### src/rtl/bubble_loader_pkg.sv
`default_nettype none

package bubble_loader_pkg;

    localparam logic [7:0] FLASH_READ_CMD = 8'h03;  // plain serial read

    localparam int PAGE_COUNT    = 2053;   // slots 0x000 to 0x804
    localparam int BOOT_SLOT     = 'h805;  // bootloader follows the last page slot
    localparam int BOOT_BITS     = 2656;
    localparam int MAP_BITS      = 1168;   // bad-loop map sits right after the bootloader
    localparam int PREAMBLE_BITS = 6;      // good loops forced to one
    localparam int PAGE_BITS     = 1030;

    localparam int BOOT_BUF_BASE = 4106;
    localparam int PAGE_BUF_BASE = 14336;

    localparam int MAP_DEPTH   = 4096;
    localparam int POS_W       = 12;       // position and page number
    localparam int BUF_AW      = 15;
    localparam int FLASH_AW    = 24;       // 00 + image + slot + 7-bit byte offset
    localparam int PAGE_STRIDE = 3;

endpackage

`default_nettype wire

### src/rtl/position_page_converter.sv
`timescale 1ns/1ps
`default_nettype none

module position_page_converter import bubble_loader_pkg::*;
(
    input  wire              MCLK,
    input  wire              rst_n,
    input  wire              conv,
    input  wire  [POS_W-1:0] abs_pos,
    output logic [POS_W-1:0] page,
    output logic             page_valid
);

    logic [POS_W+1:0] prod;   // (pos + 1) * 3 needs two extra bits
    logic [POS_W+1:0] dvd;
    logic [POS_W-1:0] rem;
    logic [POS_W:0]   trial;
    logic [POS_W:0]   diff;
    logic [3:0]       cnt;
    logic             run;

    // position counts ahead by one, the access type changes before the page does
    assign prod  = ({2'b00, abs_pos} + (POS_W+2)'(1)) * (POS_W+2)'(PAGE_STRIDE);
    assign trial = {rem, dvd[POS_W+1]};
    assign diff  = trial - (POS_W+1)'(PAGE_COUNT);
    assign page  = rem;

    always_ff @(posedge MCLK)
    begin
        if (conv)
        begin
            rem <= {{(POS_W-1){1'b0}}, prod[POS_W+1]};  // top bit alone stays below divisor
            dvd <= {prod[POS_W:0], 1'b0};
        end
        else if (run)
        begin
            rem <= (trial >= (POS_W+1)'(PAGE_COUNT)) ? diff[POS_W-1:0] : trial[POS_W-1:0];
            dvd <= {dvd[POS_W:0], 1'b0};
        end
    end

    always_ff @(posedge MCLK or negedge rst_n)
    begin
        if (!rst_n)
        begin
            cnt        <= '0;
            run        <= 1'b0;
            page_valid <= 1'b0;
        end
        else
        begin
            page_valid <= 1'b0;
            if (conv)
            begin
                cnt <= 4'd13;  // 13 steps left after the load
                run <= 1'b1;
            end
            else if (run)
            begin
                cnt <= cnt - 4'd1;
                if (cnt == 4'd1)
                begin
                    run        <= 1'b0;
                    page_valid <= 1'b1;
                end
            end
        end
    end

endmodule

`default_nettype wire

### config.mk
export PLATFORM = sky130hd
export DESIGN_NAME = position_page_converter
export DESIGN_NICKNAME = d
export VERILOG_FILES = /design/src/rtl/bubble_loader_pkg.sv /design/src/rtl/position_page_converter.sv
export SDC_FILE = /design/constraint.sdc
export NUM_CORES = 1
export LEC_CHECK = 0
export ABC_AREA = 1
export BUFFER_PORTS_ARGS = -buffer_cell sky130_fd_sc_hd__buf_2
export CAP_MARGIN = 15
export CORE_AREA = 10 10 87 89
export DETAILED_ROUTE_END_ITERATION = 16
export DIE_AREA = 0 0 97 99
export GPL_ROUTABILITY_DRIVEN = 1
export HOLD_SLACK_MARGIN = 0.08
export PLACE_DENSITY = 0.71
export SYNTH_ARGS = -nofsm -noshare
export SYNTH_HDL_FRONTEND = slang
export SYNTH_SLANG_ARGS = --single-unit
### constraint.sdc
create_clock -name MCLK -period 3.9 [get_ports MCLK]
set_input_delay 0.585 -clock MCLK [delete_from_list [all_inputs] [get_ports MCLK]]
set_output_delay 0.585 -clock MCLK [all_outputs]
set_load 0.01 [all_outputs]
==> results.ini <==
[status]
status=complete, no violations

[place]
placement.io_buffers=27
dp_hpwl_mm=4.18
dp.cells=450
gp_congestion=0.847

[clock_network]
clkSlewWorstSetupHoldPaths_ns=0.07
cts_setup_buffers=0
max-clock-path-buffers=2
h-tree-depth=2
cts_buffers=5
tritoncts=yes
numClockSinks=31
clock_latency_ns=0.28
hold_buffers=0
clock-root-buffer=clkbuf_8
cts.repair.resized=0

[worst_hold_path]
hold_path_class=input pin to async pin

[sta]
fmax_mhz=359
hold_viol=0
final-max-slew-violation-count=0
worst_slew_pin_slew_ns=0.727
rsz0062_at_grt=no
relSlewSlack=0.515
finalClockSkew_ns=0.00742
fin_crit_ns=2.79
finalCritPeriodShare=0.715
finalSetupViolations=0
tns_ns=0

[route]
vias=2230
vias_per_cell=4.87
top_layer=met4
met1_length_mm=2.40
drtAntennaViolNets=0
avgRoutedWirePerCell_um=11.2
drtIter0Drc=112
first_pass_iters=5
wl_met2_mm=2.43
finalWirelength_mm=5.14
drc=0
met3WireLength_um=244

[setup_path]
critPathRequiredTime_ns=3.94
critPathMaxFanout=9
arrival_ns=2.83
cp-end-kind=register
cp-start-kind=input pin
reg2reg_from=dvd[13]$_DFFE_PP_
cp-startpoint=abs_pos[0]
worstSetupPathType=input pin to register

[yosys]
synth_area_leaders=edfxtp_1 16%, nand2_1 14%, dfxtp_1 8.6%
yosys.area.top_type=edfxtp_1
syn_nets=383
synth-edff-count=14
synthMostInstantiatedCell=nand2_1
yosysWarnings=0
async_flop_share=0.194
synth_seq_area_share=0.310
synthFlopType=edfxtp_1
synthDistinctLibCells=41
synthCells=354
ys_ff_latch=31
syn_area_per_cell_um2=7.21
synth_top_area_share=0.165
synth_common_cells=93 x nand2_1, 45 x inv_1, 29 x nor2_1, 26 x o21ai_0, 20 x nand3_1
synth_area_mm2=0.00255

[grt]
grt_max_degree=27
antenna_found_initial=0
grt_pass1_vias=2181
grt_pass1_wl_mm=9.35
grtUsageTotal=0.111
grt-ovfl-total=0

[power]
leakage_nw=1.43
p_total_mw=1.33
seqPwrFrac=0.378
switching_power_uw=537
combPwrFrac=0.427
p_int_uw=793
clockPowerShare=0.195
vdd_drop_max_mv=0.240
swShare=0.404
power_density_mw_per_mm2=467

[finish]
stdcell_count=458
nNetsFinal=411
fillers=576
drive_gt1_frac=0.193
area_growth_syn_to_layout_pct=11.6
diodes=0

[flow_run]
drv_cap=0

[die]
die_w_um=97
dieArea_mm2=0.00960
start_util=0.436
core_mm2=0.00585
core.rowCount=28
boundaryPins=28
die_h_um=99

[worst paths after layout]
check / slack [ns] / cells past startpoint / end
min in group MCLK: 0.50 / 1 / cnt[3]$_DFFE_PN0P_
max in group asynchronous: 3.63 / 1 / cnt[3]$_DFFE_PN0P_
worst max register to register: 2.00 / 12 / page[9]$_SDFFE_PP0P_
worst min-delay path: 0.11 / 1 / cnt[1]$_DFFE_PN0P_
worst min register to register: 0.50 / 1 / cnt[3]$_DFFE_PN0P_
worst max-delay path: 1.11 / 18 / dvd[12]$_DFFE_PP_
[sequential cells by signal, summed over array words and instances (netlist names)]
| name | cells |
|---|---|
| dvd | 13 |
| page | 12 |
| cnt | 4 |
| page_valid | 1 |
| run | 1 |
[power groups by stage]
stage	clock network (mW)	registers (mW)	logic, mW
final	0.259	0.503	0.567
after global routing	0.280	0.519	0.665
after CTS	0.264	0.503	0.575
after detailed placement	0	0.509	0.573
after global placement	0	0.505	0.563
after floorplan	0	0.516	0.408
[placed cells by master, fill, tap and decap left out, types with 4 or more instances in the layout]
cell and count:
nand3_1 20, a31oi_1 5, nand2_1 93, edfxtp_1 14
dfrtp_1 6, buf_2 27, nor2_4 4, xnor2_1 8
nand2_2 14, xor2_1 7, clkbuf_8 6, nand2_4 5
inv_1 45, dfxtp_1 11, o21ai_0 26, nor2_1 29
a21oi_1 12, ha_1 14
[through the flow]
stage	util	cell area, µm²	setup slack (ns)	hold WS (ns)
2_1_floorplan	-	2550	1.18	0.289
3_3_place_gp	0.471	2760	0.883	0.417
3_5_place_dp	0.471	2760	0.796	0.421
4_1_cts	0.487	2850	1.09	0.116
5_1_grt	0.487	2850	0.812	0.111
6_report	0.487	2850	1.11	0.114
[worst max-delay path, stage by stage]
cell	delay (ns)
buf_2	0.16
ha_1	0.22
nand2_2	0.12
nor2_4	0.17
xor2_4	0.20
ha_1	0.28
inv_1	0.09
o21ai_0	0.09
a31oi_1	0.25
nand2_2	0.08
nand3_1	0.09
nand2_2	0.07
nand2_2	0.06
nand2_2	0.06
nand2_1	0.08
nand3_1	0.06
nand3_1	0.09
nand2_1	0.05
[kinds of logic after synthesis]
| kind of cell | count (synthesis) | synth area share |
|---|---|---|
| AOI/OAI and AO/OA | 57 | 0.127 |
| DFF | 31 | 0.310 |
| and+or+nand+nor | 181 | 0.350 |
| adders and majority gates | 14 | 0.0686 |
| xor gates and xnor gates | 16 | 0.0623 |
| buffers and inverters | 55 | 0.0828 |
[routing by layer]
| layer | vias to the layer above | global-route usage |
|---|---|---|
| met4 | 0 | 0.0363 |
| met1 | 981 | 0.126 |
| met2 | 45 | 0.196 |
| met5 | - | 0 |
| li1 | 1197 | - |
| met3 | 7 | 0.0328 |
[cell type report]
type / instances / area, µm² / share of cell area
Multi-Input combinational cell: 268 / 1550 / 0.544
Sequential cell: 31 / 791 / 0.278
Inverter: 49 / 186 / 0.0655
Timing Repair Buffer: 27 / 135 / 0.0475
Tap cell: 75 / 93.8 / 0.0330
Clock buffer: 7 / 86.3 / 0.0303
Clock inverter: 1 / 5.00 / 0.00176
(Power assumes the default switching activity.)
