$ cat src/rtl/bubble_loader_pkg.sv
`default_nettype none

package bubble_loader_pkg;

    localparam logic [7:0] FLASH_READ_CMD = 8'h03;  // plain serial read

    localparam int PAGE_COUNT    = 2053;   // slots 0x000 to 0x804
    localparam int BOOT_SLOT     = 'h805;  // bootloader follows the last page slot
    localparam int BOOT_BITS     = 2656;
    localparam int MAP_BITS      = 1168;   // bad-loop map sits right after the bootloader
    localparam int PREAMBLE_BITS = 6;      // good loops forced to one
    localparam int PAGE_BITS     = 1030;

    localparam int BOOT_BUF_BASE = 4106;
    localparam int PAGE_BUF_BASE = 14336;

    localparam int MAP_DEPTH   = 4096;
    localparam int POS_W       = 12;       // position and page number
    localparam int BUF_AW      = 15;
    localparam int FLASH_AW    = 24;       // 00 + image + slot + 7-bit byte offset
    localparam int PAGE_STRIDE = 3;

endpackage

`default_nettype wire

$ cat src/rtl/flash_rd_if.sv
`timescale 1ns/1ps
`default_nettype none

interface flash_rd_if import bubble_loader_pkg::*; ();

    logic                start;       // one-cycle pulse, accepted while busy is low
    logic [FLASH_AW-1:0] addr;
    logic                bit_req;     // one SCK period per pulse
    logic                release_cs;  // raises chip select
    logic                busy;        // high while the header is shifted out
    logic                bit_valid;   // 4 cycles after bit_req
    logic                bit_data;

    modport seq (
        output start, addr, bit_req, release_cs,
        input  busy, bit_valid, bit_data
    );

    modport reader (
        input  start, addr, bit_req, release_cs,
        output busy, bit_valid, bit_data
    );

endinterface

`default_nettype wire

$ cat src/rtl/loader_sequencer.sv
`timescale 1ns/1ps
`default_nettype none

module loader_sequencer import bubble_loader_pkg::*;
(
    input  wire               MCLK,
    input  wire               rst_n,
    input  wire  [2:0]        img_num,
    input  wire  [1:0]        acc_type,
    flash_rd_if.seq           flash,
    output logic              conv,
    input  wire  [POS_W-1:0]  page,
    input  wire               page_valid,
    output logic              map_wr,
    output logic              map_wr_data,
    output logic              map_rd,
    input  wire               map_rd_data,
    output logic              buf_wclken_n,
    output logic [BUF_AW-1:0] buf_waddr,
    output logic              buf_wdata
);

    typedef enum logic [2:0] {
        ST_IDLE, ST_ARM, ST_CONV, ST_HDR, ST_BOOT, ST_MAP, ST_PRE, ST_PAGE
    } state_t;

    typedef enum logic [2:0] {
        STP_REQ, STP_RD, STP_LOOK, STP_WAIT, STP_WR
    } step_t;

    state_t           state;
    step_t            step;
    logic             page_ld;  // load in progress is a page access
    logic             good;     // current buffer bit counts toward the target
    logic [POS_W-1:0] bit_cnt;
    logic [POS_W-1:0] tgt;

    always_comb
    begin
        case (state)
            ST_BOOT: tgt = POS_W'(BOOT_BITS);
            ST_MAP:  tgt = POS_W'(MAP_BITS);
            ST_PRE:  tgt = POS_W'(PREAMBLE_BITS);
            default: tgt = POS_W'(PAGE_BITS);
        endcase
    end

    always_ff @(posedge MCLK or negedge rst_n)
    begin
        if (!rst_n)
        begin
            state            <= ST_IDLE;
            step             <= STP_REQ;
            page_ld          <= 1'b0;
            good             <= 1'b0;
            bit_cnt          <= '0;
            conv             <= 1'b0;
            map_wr           <= 1'b0;
            map_wr_data      <= 1'b0;
            map_rd           <= 1'b0;
            buf_wclken_n     <= 1'b1;
            buf_waddr        <= '0;
            buf_wdata        <= 1'b0;
            flash.start      <= 1'b0;
            flash.addr       <= '0;
            flash.bit_req    <= 1'b0;
            flash.release_cs <= 1'b0;
        end
        else
        begin
            flash.start      <= 1'b0;
            flash.bit_req    <= 1'b0;
            flash.release_cs <= 1'b0;
            conv             <= 1'b0;
            map_wr           <= 1'b0;
            map_rd           <= 1'b0;
            buf_wclken_n     <= 1'b1;
            case (state)
                ST_IDLE:
                    if (!acc_type[1])
                        state <= ST_ARM;
                ST_ARM:
                    if (acc_type[1])
                    begin
                        page_ld <= acc_type[0];
                        bit_cnt <= '0;
                        step    <= STP_REQ;
                        if (acc_type[0])
                        begin
                            conv      <= 1'b1;  // page slot comes from the converter
                            buf_waddr <= BUF_AW'(PAGE_BUF_BASE);
                            state     <= ST_CONV;
                        end
                        else
                        begin
                            flash.addr  <= {2'b00, img_num, POS_W'(BOOT_SLOT), 7'd0};
                            flash.start <= 1'b1;
                            buf_waddr   <= BUF_AW'(BOOT_BUF_BASE);
                            state       <= ST_HDR;
                        end
                    end
                ST_CONV:
                    if (page_valid)
                    begin
                        flash.addr  <= {2'b00, img_num, page, 7'd0};
                        flash.start <= 1'b1;
                        state       <= ST_HDR;
                    end
                ST_HDR:
                    if (!flash.busy && !flash.start)  // busy rises a cycle after start
                        state <= page_ld ? ST_PRE : ST_BOOT;
                default:
                    case (step)
                        STP_REQ:
                            if (bit_cnt == tgt)
                            begin
                                bit_cnt <= '0;
                                if (state == ST_BOOT)
                                    state <= ST_MAP;
                                else if (state == ST_PRE)
                                    state <= ST_PAGE;
                                else
                                begin
                                    flash.release_cs <= 1'b1;  // end of load
                                    state            <= ST_IDLE;
                                end
                            end
                            else if (page_ld)
                            begin
                                map_rd <= 1'b1;
                                step   <= STP_RD;
                            end
                            else
                            begin
                                flash.bit_req <= 1'b1;
                                good          <= 1'b1;
                                step          <= STP_WAIT;
                            end
                        STP_RD:
                            step <= STP_LOOK;  // map data lands next cycle
                        STP_LOOK:
                        begin
                            good <= map_rd_data;
                            if (!map_rd_data || state == ST_PRE)
                            begin
                                buf_wdata    <= map_rd_data;  // zero at bad loops
                                buf_wclken_n <= 1'b0;
                                step         <= STP_WR;
                            end
                            else
                            begin
                                flash.bit_req <= 1'b1;
                                step          <= STP_WAIT;
                            end
                        end
                        STP_WAIT:
                            if (flash.bit_valid)
                            begin
                                buf_wdata    <= flash.bit_data;
                                buf_wclken_n <= 1'b0;
                                map_wr       <= (state == ST_MAP);
                                map_wr_data  <= flash.bit_data;
                                step         <= STP_WR;
                            end
                        default:
                        begin
                            buf_waddr <= buf_waddr + 1'b1;
                            if (good)
                                bit_cnt <= bit_cnt + 1'b1;
                            step <= STP_REQ;
                        end
                    endcase
            endcase
        end
    end

endmodule

`default_nettype wire

$ cat src/flat_wrapper.sv
// flat-port wrapper written by rule: the top's interface ports become plain ports
module loader_sequencer_flat import bubble_loader_pkg::*;
  (MCLK, rst_n, img_num, acc_type, conv, page, page_valid, map_wr, map_wr_data, map_rd, map_rd_data, buf_wclken_n, buf_waddr, buf_wdata, flash_start, flash_addr, flash_bit_req, flash_release_cs, flash_busy, flash_bit_valid, flash_bit_data);
  flash_rd_if flash_i ();
  input  wire MCLK;
  input  wire rst_n;
  input  wire  [2:0] img_num;
  input  wire  [1:0] acc_type;
  output logic conv;
  input  wire  [POS_W-1:0] page;
  input  wire page_valid;
  output logic map_wr;
  output logic map_wr_data;
  output logic map_rd;
  input  wire map_rd_data;
  output logic buf_wclken_n;
  output logic [BUF_AW-1:0] buf_waddr;
  output logic buf_wdata;
  output wire logic [$bits(flash_i.start)-1:0] flash_start;
  output wire logic [$bits(flash_i.addr)-1:0] flash_addr;
  output wire logic [$bits(flash_i.bit_req)-1:0] flash_bit_req;
  output wire logic [$bits(flash_i.release_cs)-1:0] flash_release_cs;
  input wire logic [$bits(flash_i.busy)-1:0] flash_busy;
  input wire logic [$bits(flash_i.bit_valid)-1:0] flash_bit_valid;
  input wire logic [$bits(flash_i.bit_data)-1:0] flash_bit_data;
  assign flash_start = flash_i.start;
  assign flash_addr = flash_i.addr;
  assign flash_bit_req = flash_i.bit_req;
  assign flash_release_cs = flash_i.release_cs;
  assign flash_i.busy = flash_busy;
  assign flash_i.bit_valid = flash_bit_valid;
  assign flash_i.bit_data = flash_bit_data;
  loader_sequencer u_core (.MCLK(MCLK), .rst_n(rst_n), .img_num(img_num), .acc_type(acc_type), .flash(flash_i), .conv(conv), .page(page), .page_valid(page_valid), .map_wr(map_wr), .map_wr_data(map_wr_data), .map_rd(map_rd), .map_rd_data(map_rd_data), .buf_wclken_n(buf_wclken_n), .buf_waddr(buf_waddr), .buf_wdata(buf_wdata));
endmodule
$ cat config.mk
export PLATFORM = sky130hd
export DESIGN_NAME = loader_sequencer_flat
export DESIGN_NICKNAME = d
export VERILOG_FILES = /design/src/rtl/bubble_loader_pkg.sv /design/src/rtl/flash_rd_if.sv /design/src/rtl/loader_sequencer.sv /design/src/flat_wrapper.sv
export SDC_FILE = /design/constraint.sdc
export NUM_CORES = 1
export LEC_CHECK = 0
export BUFFER_PORTS_ARGS = -buffer_cell sky130_fd_sc_hd__buf_2
export CORE_MARGIN = 5
export CORE_UTILIZATION = 35
export CTS_BUF_LIST = sky130_fd_sc_hd__clkbuf_8
export CTS_CLUSTER_SIZE = 25
export DETAILED_ROUTE_END_ITERATION = 10
export GPL_TIMING_DRIVEN = 0
export PLACE_DENSITY = 0.57
export SYNTH_ARGS = -nofsm -noshare
export SYNTH_HDL_FRONTEND = slang
export SYNTH_SLANG_ARGS = --single-unit
$ cat constraint.sdc
create_clock -name MCLK -period 2 [get_ports MCLK]
set_clock_uncertainty 0.2 [all_clocks]
set_input_delay 0 -clock MCLK [delete_from_list [all_inputs] [get_ports MCLK]]
set_output_delay 0 -clock MCLK [all_outputs]
set_load 0.01 [all_outputs]
==> flow_metrics.tcl <==
set metrics [dict create \
    status "finished, violations left" \
    violations "negative setup slack" \
    ys_ff_latch 59 \
    crit_required_ps 2010 \
    viasPerCell 5.009 \
    floorplan.die_area_um2 10910 \
    grt_usage_pct 15.56 \
    reg2reg_to "u_core.bit_cnt[9]" \
    drive_gt1_share_pct 35.16 \
    p_seq_share_pct 36.4 \
    fin_util_pct 50.19 \
    yosys.area.top_type "dfrtp_1" \
    htree_levels 3 \
    cts_buffers 9 \
    pin_count 72 \
    multi_input_area_um2 1608 \
    startpoint "u_core.bit_cnt[6]" \
    maxCapViolations 0 \
    die_w_um 104.4 \
    r2r_cells 8 \
    synthArstFlopShare_pct 100.0 \
    drt_wl_total_mm 8.197 \
    synth_xor_xnor_area_share_pct 2.525 \
    fillCellCount 850 \
    antenna_left 0 \
    reg2reg_from "u_core.bit_cnt[6]" \
    cp-start-kind "register" \
    worst_pin_slew_ps 757.3 \
    p_sw_w 0.002041 \
    critPathMaxStageDelay_ps 510 \
    synth-simple-area-share_pct 26.89 \
    ys_warn_count 0 \
    min_path_type "in2async" \
    synth_top_area_share_pct 46.49 \
    numClockSinks 59 \
    drt_iter0_drc 80 \
    cp_slowest_cell "or4_4" \
    synth_seq_area_share_pct 47.33 \
    muxShareOfSynthArea_pct 2.004 \
    critPathCaptureType "register" \
    whs_ps 62.41 \
    synth_area_leaders "dfrtp_1 (46%), nand2_1 (7.0%), nand3_1 (4.0%), nor2_1 (3.1%), o21ai_0 (2.6%)" \
    ys.flop_type "dfrtp_1" \
    p_int_w 0.003103 \
    worstPathMaxFanout 7 \
    wire_per_inst_um 14.06 \
    sw_frac_of_total_pct 39.68 \
    start_util_pct 35.80 \
    layout.cells.non_filler 583 \
    relSlewSlack_pct 49.51 \
    pwr-share-comb_pct 43.4 \
    area_delta_synth_final_pct 40.20 \
    grt.overflow.total 0 \
    syn_avg_cell_area_um2 9.049 \
    tns_ps -1743 \
    die_y_um 104.4 \
    synthAdderAreaFrac_pct 0.8016 \
    path_cells "or4_4 > mux2i_1 > o2111a_2 > buf_4 > a21oi_4 > buf_6 > a21oi_2 > o22ai_1" \
    p_per_area_nw_per_um2 1175 \
    drc 0 \
    ys_top_cells_by_count "dfrtp_1 (58), nand2_1 (58), nor2_1 (26)" \
    antenna_cells 0 \
    worst_skew_pair.late_latency_ps 340 \
    gp_congestion 0.7819 \
    netlist_instances 345 \
    antenna_found_initial 0 \
    ir_drop_mv 0.5997 \
    fmax_mhz 462.2 \
    nets 496 \
    synth_edf_count 0 \
    firstDrtPassIters 4 \
    synthDistinctLibCells 59 \
    first_global_vias 2879 \
    pre_cts_ws_ps -341.4 \
    dp_hpwl_mm 5.454 \
    crit_type "reg2reg" \
    hold_viol 0 \
    report.final.slew_viol_count 0 \
    min_period_ps 2163 \
    endpoint "u_core.bit_cnt[9]" \
    core_um2 8721 \
    rsz0062_at_grt "yes" \
    cts.path.max_buffers 2 \
    route.vias.total 2920 \
    finalSetupViolations 20 \
    cts_tree "yes" \
    root_buffer "clkbuf_8" \
    synth_compound_area_share_pct 14.15 \
    port_buffers 62 \
    r2r_slack_ps -160 \
    grt_pass1_wl_mm 14.03 \
    worst_slack_ps -163.5 \
    clk_pin_slew_ps 70 \
    power_frac_clock_pct 20.2 \
    rows 34 \
    cp.arrival_ps 2180 \
    dp.cells 523 \
    fin_crit_sh_pct 108.2 \
    synth_top_family_by_area "simple AND/OR/NAND/NOR gates" \
    grt_max_degree 60 \
    ff_latch_area_um2 1483 \
    leakage_nw 2.137 \
    synth_area_um2 3122 \
]
per-stage QoR:
| stage | cell area (µm²) | total power, W |
|---|---|---|
| after floorplan | 3164 | 0.003194 |
| after global placement | 3610 | 0.003779 |
| after detailed placement | 3610 | 0.003806 |
| after CTS | 4230 | 0.005033 |
| after global routing | 4377 | 0.005560 |
| final | 4377 | 0.005144 |
registers in the layout, summed over array words and instances (netlist names), 3 cells and up:
register	cells
u_core.bit_cnt	12
u_core.buf_waddr	15
u_core.flash.addr	15
u_core.state	3
u_core.step	3
cell families after synthesis:
group                      after synthesis
AOI/OAI and AO/OA                       64
buffers and inverters                   38
muxes                                    6
adders and majority gates                2
and+or+nand+nor                        166
xor gates and xnor gates                 9
other                                    1
DFF                                     59
worst min path at each step:
stage / to / startpoint
final: u_core.map_wr_data / rst_n
after CTS: u_core.flash.addr[19] / img_num[0]
after global routing: u_core.good / rst_n
after global placement: u_core.flash.addr[19] / img_num[0]
after detailed placement: u_core.flash.addr[19] / img_num[0]
after floorplan: u_core.bit_cnt[0] / rst_n
critical path: cells and delay by family, from the launching register on:
kind | cells | cell delay [ps]
muxes | 1 | 140
buffers and inverters | 2 | 280
AOI/OAI and AO/OA | 4 | 490
and+or+nand+nor | 1 | 510
DFF | 1 | 410
cell type report:
cell class	instances	share of cell area [%]
multi-input cells	256	36.74
flip-flops and latches	59	33.88
repair buffers	109	17.15
clock buffers	12	3.774
plain buffers	23	3.745
well taps	108	3.087
inverters	12	1.086
clock inverters	4	0.5432
metal layers:
| layer | vias up | wire length [µm] | GRT usage (%) | share of wire [%] |
|---|---|---|---|---|
| li1 | 1443 | - | - | - |
| met1 | 1404 | 3743 | 19.56 | 46 |
| met2 | 63 | 3861 | 24.75 | 47 |
| met3 | 10 | 463 | 4.531 | 5.6 |
| met4 | 0 | 129 | 6.753 | 1.6 |
| met5 | - | 0 | 0 | 0 |
power by group through the flow:
stage | sequential (W) | combinational, W | clock (W)
after detailed placement | 0.00184 | 0.00197 | 0
after global routing | 0.00193 | 0.00250 | 0.00113
after floorplan | 0.00191 | 0.00128 | 0
final | 0.00187 | 0.00223 | 0.00104
after global placement | 0.00183 | 0.00195 | 0
after CTS | 0.00186 | 0.00210 | 0.00107
timing repair:
action	in CTS	in global routing
gates resized for setup	27	35
hold buffers	23	0
setup endpoints to repair	46	44
setup buffers	16	8
pin swaps	6	14
endpoints found under the hold margin	92	0
layout by cell type, fill, tap and decap left out, types with 6 or more instances in the layout:
cell type and instances:
o21ai_0 14, buf_6 7, dfrtp_1 54, conb_1 9, nand4_1 9, a21oi_1 7
inv_1 10, xor2_1 6, nor2_1 25, nand3_1 25, buf_2 63, buf_4 31
nand2_1 56, dlygate4sd3_1 23, clkbuf_8 12
Power figures use the tool's default switching activity.
