[src/rtl/bubble_loader_pkg.sv]
`default_nettype none

package bubble_loader_pkg;

    localparam logic [7:0] FLASH_READ_CMD = 8'h03;  // plain serial read

    localparam int PAGE_COUNT    = 2053;   // slots 0x000 to 0x804
    localparam int BOOT_SLOT     = 'h805;  // bootloader follows the last page slot
    localparam int BOOT_BITS     = 2656;
    localparam int MAP_BITS      = 1168;   // bad-loop map sits right after the bootloader
    localparam int PREAMBLE_BITS = 6;      // good loops forced to one
    localparam int PAGE_BITS     = 1030;

    localparam int BOOT_BUF_BASE = 4106;
    localparam int PAGE_BUF_BASE = 14336;

    localparam int MAP_DEPTH   = 4096;
    localparam int POS_W       = 12;       // position and page number
    localparam int BUF_AW      = 15;
    localparam int FLASH_AW    = 24;       // 00 + image + slot + 7-bit byte offset
    localparam int PAGE_STRIDE = 3;

endpackage

`default_nettype wire

[src/rtl/flash_rd_if.sv]
`timescale 1ns/1ps
`default_nettype none

interface flash_rd_if import bubble_loader_pkg::*; ();

    logic                start;       // one-cycle pulse, accepted while busy is low
    logic [FLASH_AW-1:0] addr;
    logic                bit_req;     // one SCK period per pulse
    logic                release_cs;  // raises chip select
    logic                busy;        // high while the header is shifted out
    logic                bit_valid;   // 4 cycles after bit_req
    logic                bit_data;

    modport seq (
        output start, addr, bit_req, release_cs,
        input  busy, bit_valid, bit_data
    );

    modport reader (
        input  start, addr, bit_req, release_cs,
        output busy, bit_valid, bit_data
    );

endinterface

`default_nettype wire

[src/rtl/spi_flash_reader.sv]
`timescale 1ns/1ps
`default_nettype none

module spi_flash_reader import bubble_loader_pkg::*;
(
    input  wire        MCLK,
    input  wire        rst_n,
    flash_rd_if.reader flash,
    output logic       cs_n,
    output logic       sck,
    output logic       mosi,
    input  wire        miso
);

    logic [31:0] sr;       // command byte then 24-bit address
    logic [6:0]  hdr_cnt;  // 2 setup cycles, then 64 half periods
    logic        hdr_act;
    logic [1:0]  bit_ph;
    logic        bit_act;

    assign mosi = sr[31];

    always_ff @(posedge MCLK or negedge rst_n)
    begin
        if (!rst_n)
        begin
            cs_n            <= 1'b1;
            sck             <= 1'b1;  // SCK idles high
            sr              <= '0;
            hdr_cnt         <= '0;
            hdr_act         <= 1'b0;
            bit_ph          <= '0;
            bit_act         <= 1'b0;
            flash.busy      <= 1'b0;
            flash.bit_valid <= 1'b0;
            flash.bit_data  <= 1'b0;
        end
        else
        begin
            flash.bit_valid <= 1'b0;
            if (flash.release_cs)
            begin
                cs_n <= 1'b1;
                sck  <= 1'b1;
            end
            else if (flash.start && !flash.busy)
            begin
                cs_n       <= 1'b0;
                flash.busy <= 1'b1;
                sr         <= {FLASH_READ_CMD, flash.addr};
                hdr_cnt    <= '0;
                hdr_act    <= 1'b1;
            end
            else if (hdr_act)
            begin
                hdr_cnt <= hdr_cnt + 7'd1;
                if (hdr_cnt == 7'd65)
                begin
                    hdr_act    <= 1'b0;
                    flash.busy <= 1'b0;
                end
                else if (hdr_cnt != 7'd0)
                begin
                    sck <= ~hdr_cnt[0];  // odd count is the low phase
                    // the first bit is already on mosi from the load
                    if (hdr_cnt[0] && hdr_cnt != 7'd1)
                        sr <= {sr[30:0], 1'b0};
                end
            end
            else if (bit_act)
            begin
                bit_ph <= bit_ph + 2'd1;
                if (bit_ph == 2'd0)
                begin
                    sck            <= 1'b1;
                    flash.bit_data <= miso;  // sampled on the rising edge
                end
                else if (bit_ph == 2'd2)
                begin
                    bit_act         <= 1'b0;
                    flash.bit_valid <= 1'b1;
                end
            end
            else if (flash.bit_req)
            begin
                sck     <= 1'b0;  // flash shifts the next bit out
                bit_act <= 1'b1;
                bit_ph  <= '0;
            end
        end
    end

endmodule

`default_nettype wire

[src/flat_wrapper.sv]
// flat-port wrapper written by rule: the top's interface ports become plain ports
module spi_flash_reader_flat import bubble_loader_pkg::*;
  (MCLK, rst_n, cs_n, sck, mosi, miso, flash_start, flash_addr, flash_bit_req, flash_release_cs, flash_busy, flash_bit_valid, flash_bit_data);
  flash_rd_if flash_i ();
  input  wire MCLK;
  input  wire rst_n;
  output logic cs_n;
  output logic sck;
  output logic mosi;
  input  wire miso;
  input wire logic [$bits(flash_i.start)-1:0] flash_start;
  input wire logic [$bits(flash_i.addr)-1:0] flash_addr;
  input wire logic [$bits(flash_i.bit_req)-1:0] flash_bit_req;
  input wire logic [$bits(flash_i.release_cs)-1:0] flash_release_cs;
  output wire logic [$bits(flash_i.busy)-1:0] flash_busy;
  output wire logic [$bits(flash_i.bit_valid)-1:0] flash_bit_valid;
  output wire logic [$bits(flash_i.bit_data)-1:0] flash_bit_data;
  assign flash_i.start = flash_start;
  assign flash_i.addr = flash_addr;
  assign flash_i.bit_req = flash_bit_req;
  assign flash_i.release_cs = flash_release_cs;
  assign flash_busy = flash_i.busy;
  assign flash_bit_valid = flash_i.bit_valid;
  assign flash_bit_data = flash_i.bit_data;
  spi_flash_reader u_core (.MCLK(MCLK), .rst_n(rst_n), .flash(flash_i), .cs_n(cs_n), .sck(sck), .mosi(mosi), .miso(miso));
endmodule
[config.mk]
export PLATFORM = sky130hd
export DESIGN_NAME = spi_flash_reader_flat
export DESIGN_NICKNAME = d
export VERILOG_FILES = /design/src/rtl/bubble_loader_pkg.sv /design/src/rtl/flash_rd_if.sv /design/src/rtl/spi_flash_reader.sv /design/src/flat_wrapper.sv
export SDC_FILE = /design/constraint.sdc
export NUM_CORES = 1
export LEC_CHECK = 0
export ABC_AREA = 1
export BUFFER_PORTS_ARGS = -buffer_cell sky130_fd_sc_hd__buf_2
export CORE_ASPECT_RATIO = 1.2
export CORE_MARGIN = 5
export CORE_UTILIZATION = 57
export CTS_CLUSTER_SIZE = 10
export DETAILED_ROUTE_END_ITERATION = 7
export PLACE_DENSITY = 0.8
export REMOVE_ABC_BUFFERS = 1
export SYNTH_ARGS = -nofsm -noshare
export SYNTH_HDL_FRONTEND = slang
export SYNTH_SLANG_ARGS = --single-unit
[constraint.sdc]
create_clock -name MCLK -period 1.79 [get_ports MCLK]
set_clock_uncertainty 0.1 [all_clocks]
set_input_delay 0.2685 -clock MCLK [delete_from_list [all_inputs] [get_ports MCLK]]
set_output_delay 0.2685 -clock MCLK [all_outputs]
set_load 0.1 [all_outputs]
==> impl_metrics.env, run 1 <==
export IMPL_die_area_um2=5780
export IMPL_drt_total_wl_mm=5.60
export IMPL_synth_area_per_cell_um2=7.34
export IMPL_yosys_register_bits=48
export IMPL_synth_seq_area_share_pct=48.5
export IMPL_cp_start_kind="flip-flop"
export IMPL_start_util_pct=58.7
export IMPL_layout_commonest_cell="nand2_1"
export IMPL_clk_latency_ps=300
export IMPL_yosys_warnings=0
export IMPL_cp_end_kind="flip-flop"
export IMPL_cp_arrival_ps=1760
export IMPL_final_fill_count=362
export IMPL_status="complete, no violations"
export IMPL_grt_antenna_before_repair=0
export IMPL_hpwl_mm=3.75
export IMPL_slowest_stage="dfrtp_1"
export IMPL_synth_area_um2=2480
export IMPL_root_buffer="clkbuf_8"
export IMPL_gr_total_overflow=0
export IMPL_hp_class="input port to flip-flop"
export IMPL_critPathMaxFanout=7
export IMPL_grt_first_pass_wirelength_mm=9.33
export IMPL_wl_per_cell_um=12.8
export IMPL_min_period_ps=1680
export IMPL_power_leakage_uw=0.00167
export IMPL_rows=26
export IMPL_tritoncts="yes"
export IMPL_rrSetupSlack_ps=110
export IMPL_grt_pass1_vias=2103
export IMPL_worstPathRequired_ps=1880
export IMPL_p_total_uw=4580
export IMPL_setup_violations=0
export IMPL_syn_to_final_growth_pct=17.3
export IMPL_synth_cells=338
export IMPL_n_antenna_cell=0
export IMPL_worst_path_buf_inv=2
export IMPL_layout_common_cells="165 x nand2_1, 45 x dfrtp_1, 44 x nand3_1, 35 x buf_2, 19 x inv_1"
export IMPL_drive_above_1_share_pct=18.3
export IMPL_dp_cells=426
export IMPL_core_area_um2=4230
export IMPL_synth_cell_types=21
export IMPL_slew_viol_final=0
export IMPL_viasPerCell=5.17
export IMPL_drv_cap=0
export IMPL_cts_clk_slew_worst_paths_ps=90
export IMPL_fp_dieH_um=82.3
export IMPL_vias=2271
export IMPL_criticalPathCategory="flip-flop to flip-flop"
export IMPL_max_clock_path_buffers=2
export IMPL_max_freq_ghz=0.596
export IMPL_first_iter_violations=180
export IMPL_clock_sinks=48
export IMPL_grtUsageTotal_pct=20.1
export IMPL_tightestPinTransition_ps=497
export IMPL_gp_congestion=0.841
export IMPL_cts_made_buffers=5
export IMPL_power_density_nw_per_um2=1570
export IMPL_instances_no_fill=439
export IMPL_port_buffers=35
export IMPL_setup_ws_ps=113
export IMPL_peakVddDrop_uv=961
export IMPL_die_w_um=70.2
export IMPL_crit_chain="inv_1 -> ha_1 -> nand2_2 -> nor2_1 -> nor2_2 -> nand2_4 -> buf_4 -> nand2_1 -> nand3_1"
export IMPL_ant_nets=0
export IMPL_drt_pass1_iter_count=4
export IMPL_cpPeakStageDelay_ps=380
export IMPL_htreeDepth=2
export IMPL_grt_start_max_net_pins=30
export IMPL_hold_viol=0
export IMPL_synth_top_cell_area_share_pct=46.4
export IMPL_cpLargestDelayFamily="simple AND/OR/NAND/NOR gates"
export IMPL_maxSlewHeadroom_pct=66.9
export IMPL_ys_top_cells_by_area="dfrtp_1 46%, nand2_1 25%, nand3_1 8.9%"
export IMPL_timing_final_crit_share_pct=93.7
export IMPL_ios=36
export IMPL_post_place_ws_ps=29.4
export IMPL_yosysTopAreaCell="dfrtp_1"
export IMPL_final_nets=418
export IMPL_drc=0
export IMPL_fin_util_pct=68.9
[worst min-delay path, delay by kind of cell]
kind                   cells  cell delay [ps]
and+or+nand+nor            2              120
buffers and inverters      1               70
[metrics by stage]
| stage | cell area [µm²] | setup TNS (ps) | hold WS, ps |
|---|---|---|---|
| global placement | 2740 | 0 | 148 |
| detailed placement | 2740 | 0 | 166 |
| global route | 2910 | -102 | 112 |
| finish | 2910 | 0 | 100 |
| floorplan | 2400 | -42580 | -127 |
| CTS | 2850 | -2.60 | 91.3 |
[Yosys cell counts, drive strengths merged]
| master | number |
|---|---|
| a21oi | 5 |
| buf | 12 |
| clkbuf | 2 |
| dfrtp | 46 |
| dfstp | 2 |
| ha | 5 |
| inv | 21 |
| nand2 | 169 |
| nand3 | 44 |
| nand4 | 4 |
| nor2 | 14 |
| nor3 | 1 |
| nor3b | 1 |
| nor4 | 1 |
| o21ai | 10 |
| o22ai | 1 |
[logic make-up (layout without fill, tap and decap cells)]
kind of cell / after synthesis / count (layout) / share of synthesized area (%)
AND/OR/NAND/NOR: 234 / 234 / 39.3
flip-flops: 48 / 48 / 48.5
buffers and inverters: 35 / 80 / 6.40
AO/OA/AOI/OAI: 16 / 16 / 3.28
adder cells (fa/ha/maj): 5 / 5 / 2.52
[final timing paths]
check | cells past startpoint | from | end
max reg2reg | 9 | u_core.hdr_cnt[1] | u_core.sr[24]
max | 9 | u_core.hdr_cnt[1] | u_core.sr[24]
min | 3 | flash_addr[0] | u_core.sr[0]
max in group asynchronous | 3 | rst_n | u_core.cs_n
min reg2reg | 2 | u_core.sck | u_core.sck
min in group asynchronous | 2 | rst_n | u_core.hdr_act
[state kept, by name (all words and copies together), names as in the netlist]
signal and count:
u_core.flash.busy 1, u_core.flash.bit_valid 1, u_core.hdr_act 1, u_core.bit_act 1, u_core.hdr_cnt 7, u_core.sr 32
u_core.sck 1, u_core.flash.bit_data 1, u_core.bit_ph 2, u_core.cs_n 1
[final cells by class]
| class | count | area (µm²) | share of cell area (%) |
|---|---|---|---|
| well taps | 56 | 70.1 | 2.41 |
| multi-input cells | 255 | 1140 | 39.2 |
| clock buffers | 7 | 96.3 | 3.31 |
| repair buffers | 52 | 322 | 11.0 |
| flip-flops and latches | 48 | 1200 | 41.4 |
| inverters | 21 | 78.8 | 2.71 |
[power by group]
group | total [µW] | switching (µW) | leakage [µW] | internal, µW
sequential | 1740 | 246 | 0.000613 | 1490
combinational | 2150 | 1440 | 0.00101 | 709
clock | 687 | 343 | 0.0000503 | 344
[layer usage]
layer	GRT usage (%)	vias to the layer above	routed length (µm)
li1	-	1153	-
met2	35.7	74	2830
met5	0	-	0
met1	24.1	1029	2320
met4	8.43	0	137
met3	3.75	15	316
[what timing repair did]
action,in CTS,in global routing
setup buffers,0,5
gates resized for setup,0,6
hold buffers,1,0
setup endpoints to repair,1,32
endpoints found under the hold margin,18,0
pin swaps,0,3
gates cloned,0,0
No activity file was read; power rests on OpenSTA's default activity.
==> run 2: changes to the inputs <==
--- a/config.mk
+++ b/config.mk
@@ -9,10 +9,10 @@
 export BUFFER_PORTS_ARGS = -buffer_cell sky130_fd_sc_hd__buf_2
 export CORE_ASPECT_RATIO = 1.2
 export CORE_MARGIN = 5
-export CORE_UTILIZATION = 57
+export CORE_UTILIZATION = 50
 export CTS_CLUSTER_SIZE = 10
 export DETAILED_ROUTE_END_ITERATION = 7
-export PLACE_DENSITY = 0.8
+export PLACE_DENSITY = 0.71
 export REMOVE_ABC_BUFFERS = 1
 export SYNTH_ARGS = -nofsm -noshare
 export SYNTH_HDL_FRONTEND = slang
==> run 2 against run 1 <==
Net effect:
- hold slack better by 5.6 ps
- critical path depth unchanged
- sequential share of layout area up 0.56 points
- core utilization down 9.9 points
- sequential power about the same
- fmax up 0.25%
- wire length down 0.43%
- die area up 12%
- worst setup slack better by 4.2 ps
- first-iteration DRC count down 12%
- count of clock-buffer cells in the layout unchanged
- via count down 1.3%
- largest cell class unchanged
- largest power group unchanged
==> impl_metrics.env, run 2 (same netlist as run 1, synthesis figures left out) <==
export IMPL_status="complete, no violations"
export IMPL_timing_final_crit_share_pct=93.5
export IMPL_cp_end_kind="flip-flop"
export IMPL_max_freq_ghz=0.598
export IMPL_cp_arrival_ps=1770
export IMPL_drv_cap=0
export IMPL_grtUsageTotal_pct=19.1
export IMPL_swShare_pct=45.0
export IMPL_rows=28
export IMPL_layout_commonest_cell="nand2_1"
export IMPL_hold_depth=3
export IMPL_drive_above_1_share_pct=17.8
export IMPL_top_register="u_core.sr"
export IMPL_gp_congestion=0.847
export IMPL_start_util_pct=51.0
export IMPL_final_fill_count=482
export IMPL_path_common_cell="nand2_1"
export IMPL_drc=0
export IMPL_seq_area_um2=1200
export IMPL_htreeDepth=2
export IMPL_syn_to_final_growth_pct=15.8
export IMPL_cts_clk_slew_worst_paths_ps=80
export IMPL_clkPwrFrac_pct=14.3
export IMPL_grt_start_max_net_pins=26
export IMPL_reg2reg_from="u_core.hdr_cnt[1]"
export IMPL_worst_r2r_path_depth=9
export IMPL_port_buffers=35
export IMPL_hpwl_mm=3.89
export IMPL_viasPerCell=5.06
export IMPL_regToRegEndpoint="u_core.sr[8]"
export IMPL_cp_start_kind="flip-flop"
export IMPL_hold_viol=0
export IMPL_layout_common_cells="165 x nand2_1, 45 x dfrtp_1, 44 x nand3_1, 35 x buf_2, 19 x inv_1"
export IMPL_p_switching_uw=2000
export IMPL_clock_sinks=48
export IMPL_peakVddDrop_uv=1170
export IMPL_max_clock_path_buffers=2
export IMPL_tritoncts="yes"
export IMPL_root_buffer="clkbuf_8"
export IMPL_gr_total_overflow=0
export IMPL_hold_path_end="u_core.flash.bit_data"
export IMPL_final_nets=417
export IMPL_drt_pass1_iter_count=4
export IMPL_die_area_um2=6480
export IMPL_fin_tns_setup_ps=0
export IMPL_first_iter_violations=158
export IMPL_setup_violations=0
export IMPL_grt_antenna_before_repair=0
export IMPL_post_place_ws_ps=66.3
export IMPL_power_density_nw_per_um2=1550
export IMPL_worstPathRequired_ps=1880
export IMPL_vias=2241
export IMPL_cpPeakStageDelay_ps=390
export IMPL_drt_total_wl_mm=5.57
export IMPL_critPathMaxFanout=10
export IMPL_top_regs="u_core.sr: 32 flops, u_core.hdr_cnt: 7 flops, u_core.bit_ph: 2 flops"
export IMPL_slew_viol_final=0
export IMPL_hp_start="miso"
export IMPL_cts_made_buffers=5
export IMPL_grt_first_pass_wirelength_mm=9.70
export IMPL_n_antenna_cell=0
export IMPL_crit_chain="inv_1 -> ha_1 -> nand2_1 -> nor2_1 -> nor2_2 -> nand2_4 -> buf_4 -> nand3_1 -> nand2_1"
export IMPL_power_frac_comb_pct=46.6
export IMPL_wl_per_cell_um=12.6
export IMPL_tightestPinTransition_ps=489
export IMPL_power_leakage_uw=0.00165
export IMPL_largest_register_ffs=32
export IMPL_internal_power_uw=2450
export IMPL_rrSetupSlack_ps=120
export IMPL_core_area_um2=4870
export IMPL_maxSlewHeadroom_pct=67.4
export IMPL_grt_pass1_vias=2145
export IMPL_ios=36
export IMPL_setup_ws_ps=117
export IMPL_sequentialPowerShare_pct=39.1
export IMPL_grt_setup_unrepaired="yes"
export IMPL_fp_dieH_um=87.2
export IMPL_slowest_stage="dfrtp_1"
export IMPL_criticalPathCategory="flip-flop to flip-flop"
export IMPL_multi_input_area_um2=1140
export IMPL_hp_class="input port to flip-flop"
export IMPL_crit_path_start="u_core.hdr_cnt[1]"
export IMPL_clk_latency_ps=300
export IMPL_min_period_ps=1670
export IMPL_die_w_um=74.3
export IMPL_ant_nets=0
==> run 2: area by class of cell <==
type	count	share of cell area [%]
clock buffer	7	2.66
clock inverter	1	0.174
sequential	48	41.9
tap	60	2.61
multi-input combinational	255	39.5
timing repair buffer	51	10.4
inverter	21	2.74
==> run 2: power by group through the flow <==
stage               Clock (µW)  Sequential, µW  Combinational, µW
floorplan                    0            2000               1200
global placement             0            1750               1920
detailed placement           0            1760               1980
CTS                        661            1740               1990
global route               705            1790               2350
finish                     637            1740               2070
==> run 2: repair_timing <==
action | CTS | global route
buffers inserted | 0 | 4
gates resized for setup | 0 | 4
hold buffers | 1 | 0
endpoints found under the setup margin | 0 | 30
endpoints found under the hold margin | 15 | 0
==> run 2: stage by stage <==
step / total power [µW] / std cells / util [%] / area (µm²) / hold WS, ps
final: 4450 / 443 / 59.0 / 2870 / 106
after global routing: 4840 / 443 / 59.0 / 2870 / 125
after CTS: 4390 / 439 / 58.0 / 2830 / 106
after detailed placement: 3740 / 430 / 56.2 / 2740 / 154
after global placement: 3670 / 430 / 56.2 / 2740 / 151
after floorplan: 3200 / 324 / - / 2400 / -127
==> run 2: worst max path at each step <==
stage	to	slack, ps	cells after the start
after global routing	u_core.sr[31]	-7	9
after floorplan	u_core.sr[10]	-1090	7
after detailed placement	u_core.sr[8]	70	9
final	u_core.sr[8]	120	9
after global placement	u_core.sr[30]	130	9
after CTS	u_core.sr[27]	40	9
==> run 2: worst max-delay path: cells and delay by family (launching register included) <==
kind                       cells  cell delay, ps
and+or+nand+nor                6             600
buffers and inverters          2             290
adders and majority gates      1             190
DFF                            1             390
==> run 2: layer usage <==
metal / vias up / share of wire, % / GRT usage (%)
li1: 1147 / - / -
met3: 6 / 2.8 / 3.23
met2: 35 / 49 / 30.6
met4: 0 / 1.3 / 6.31
met1: 1053 / 47 / 26.4
met5: - / 0 / 0
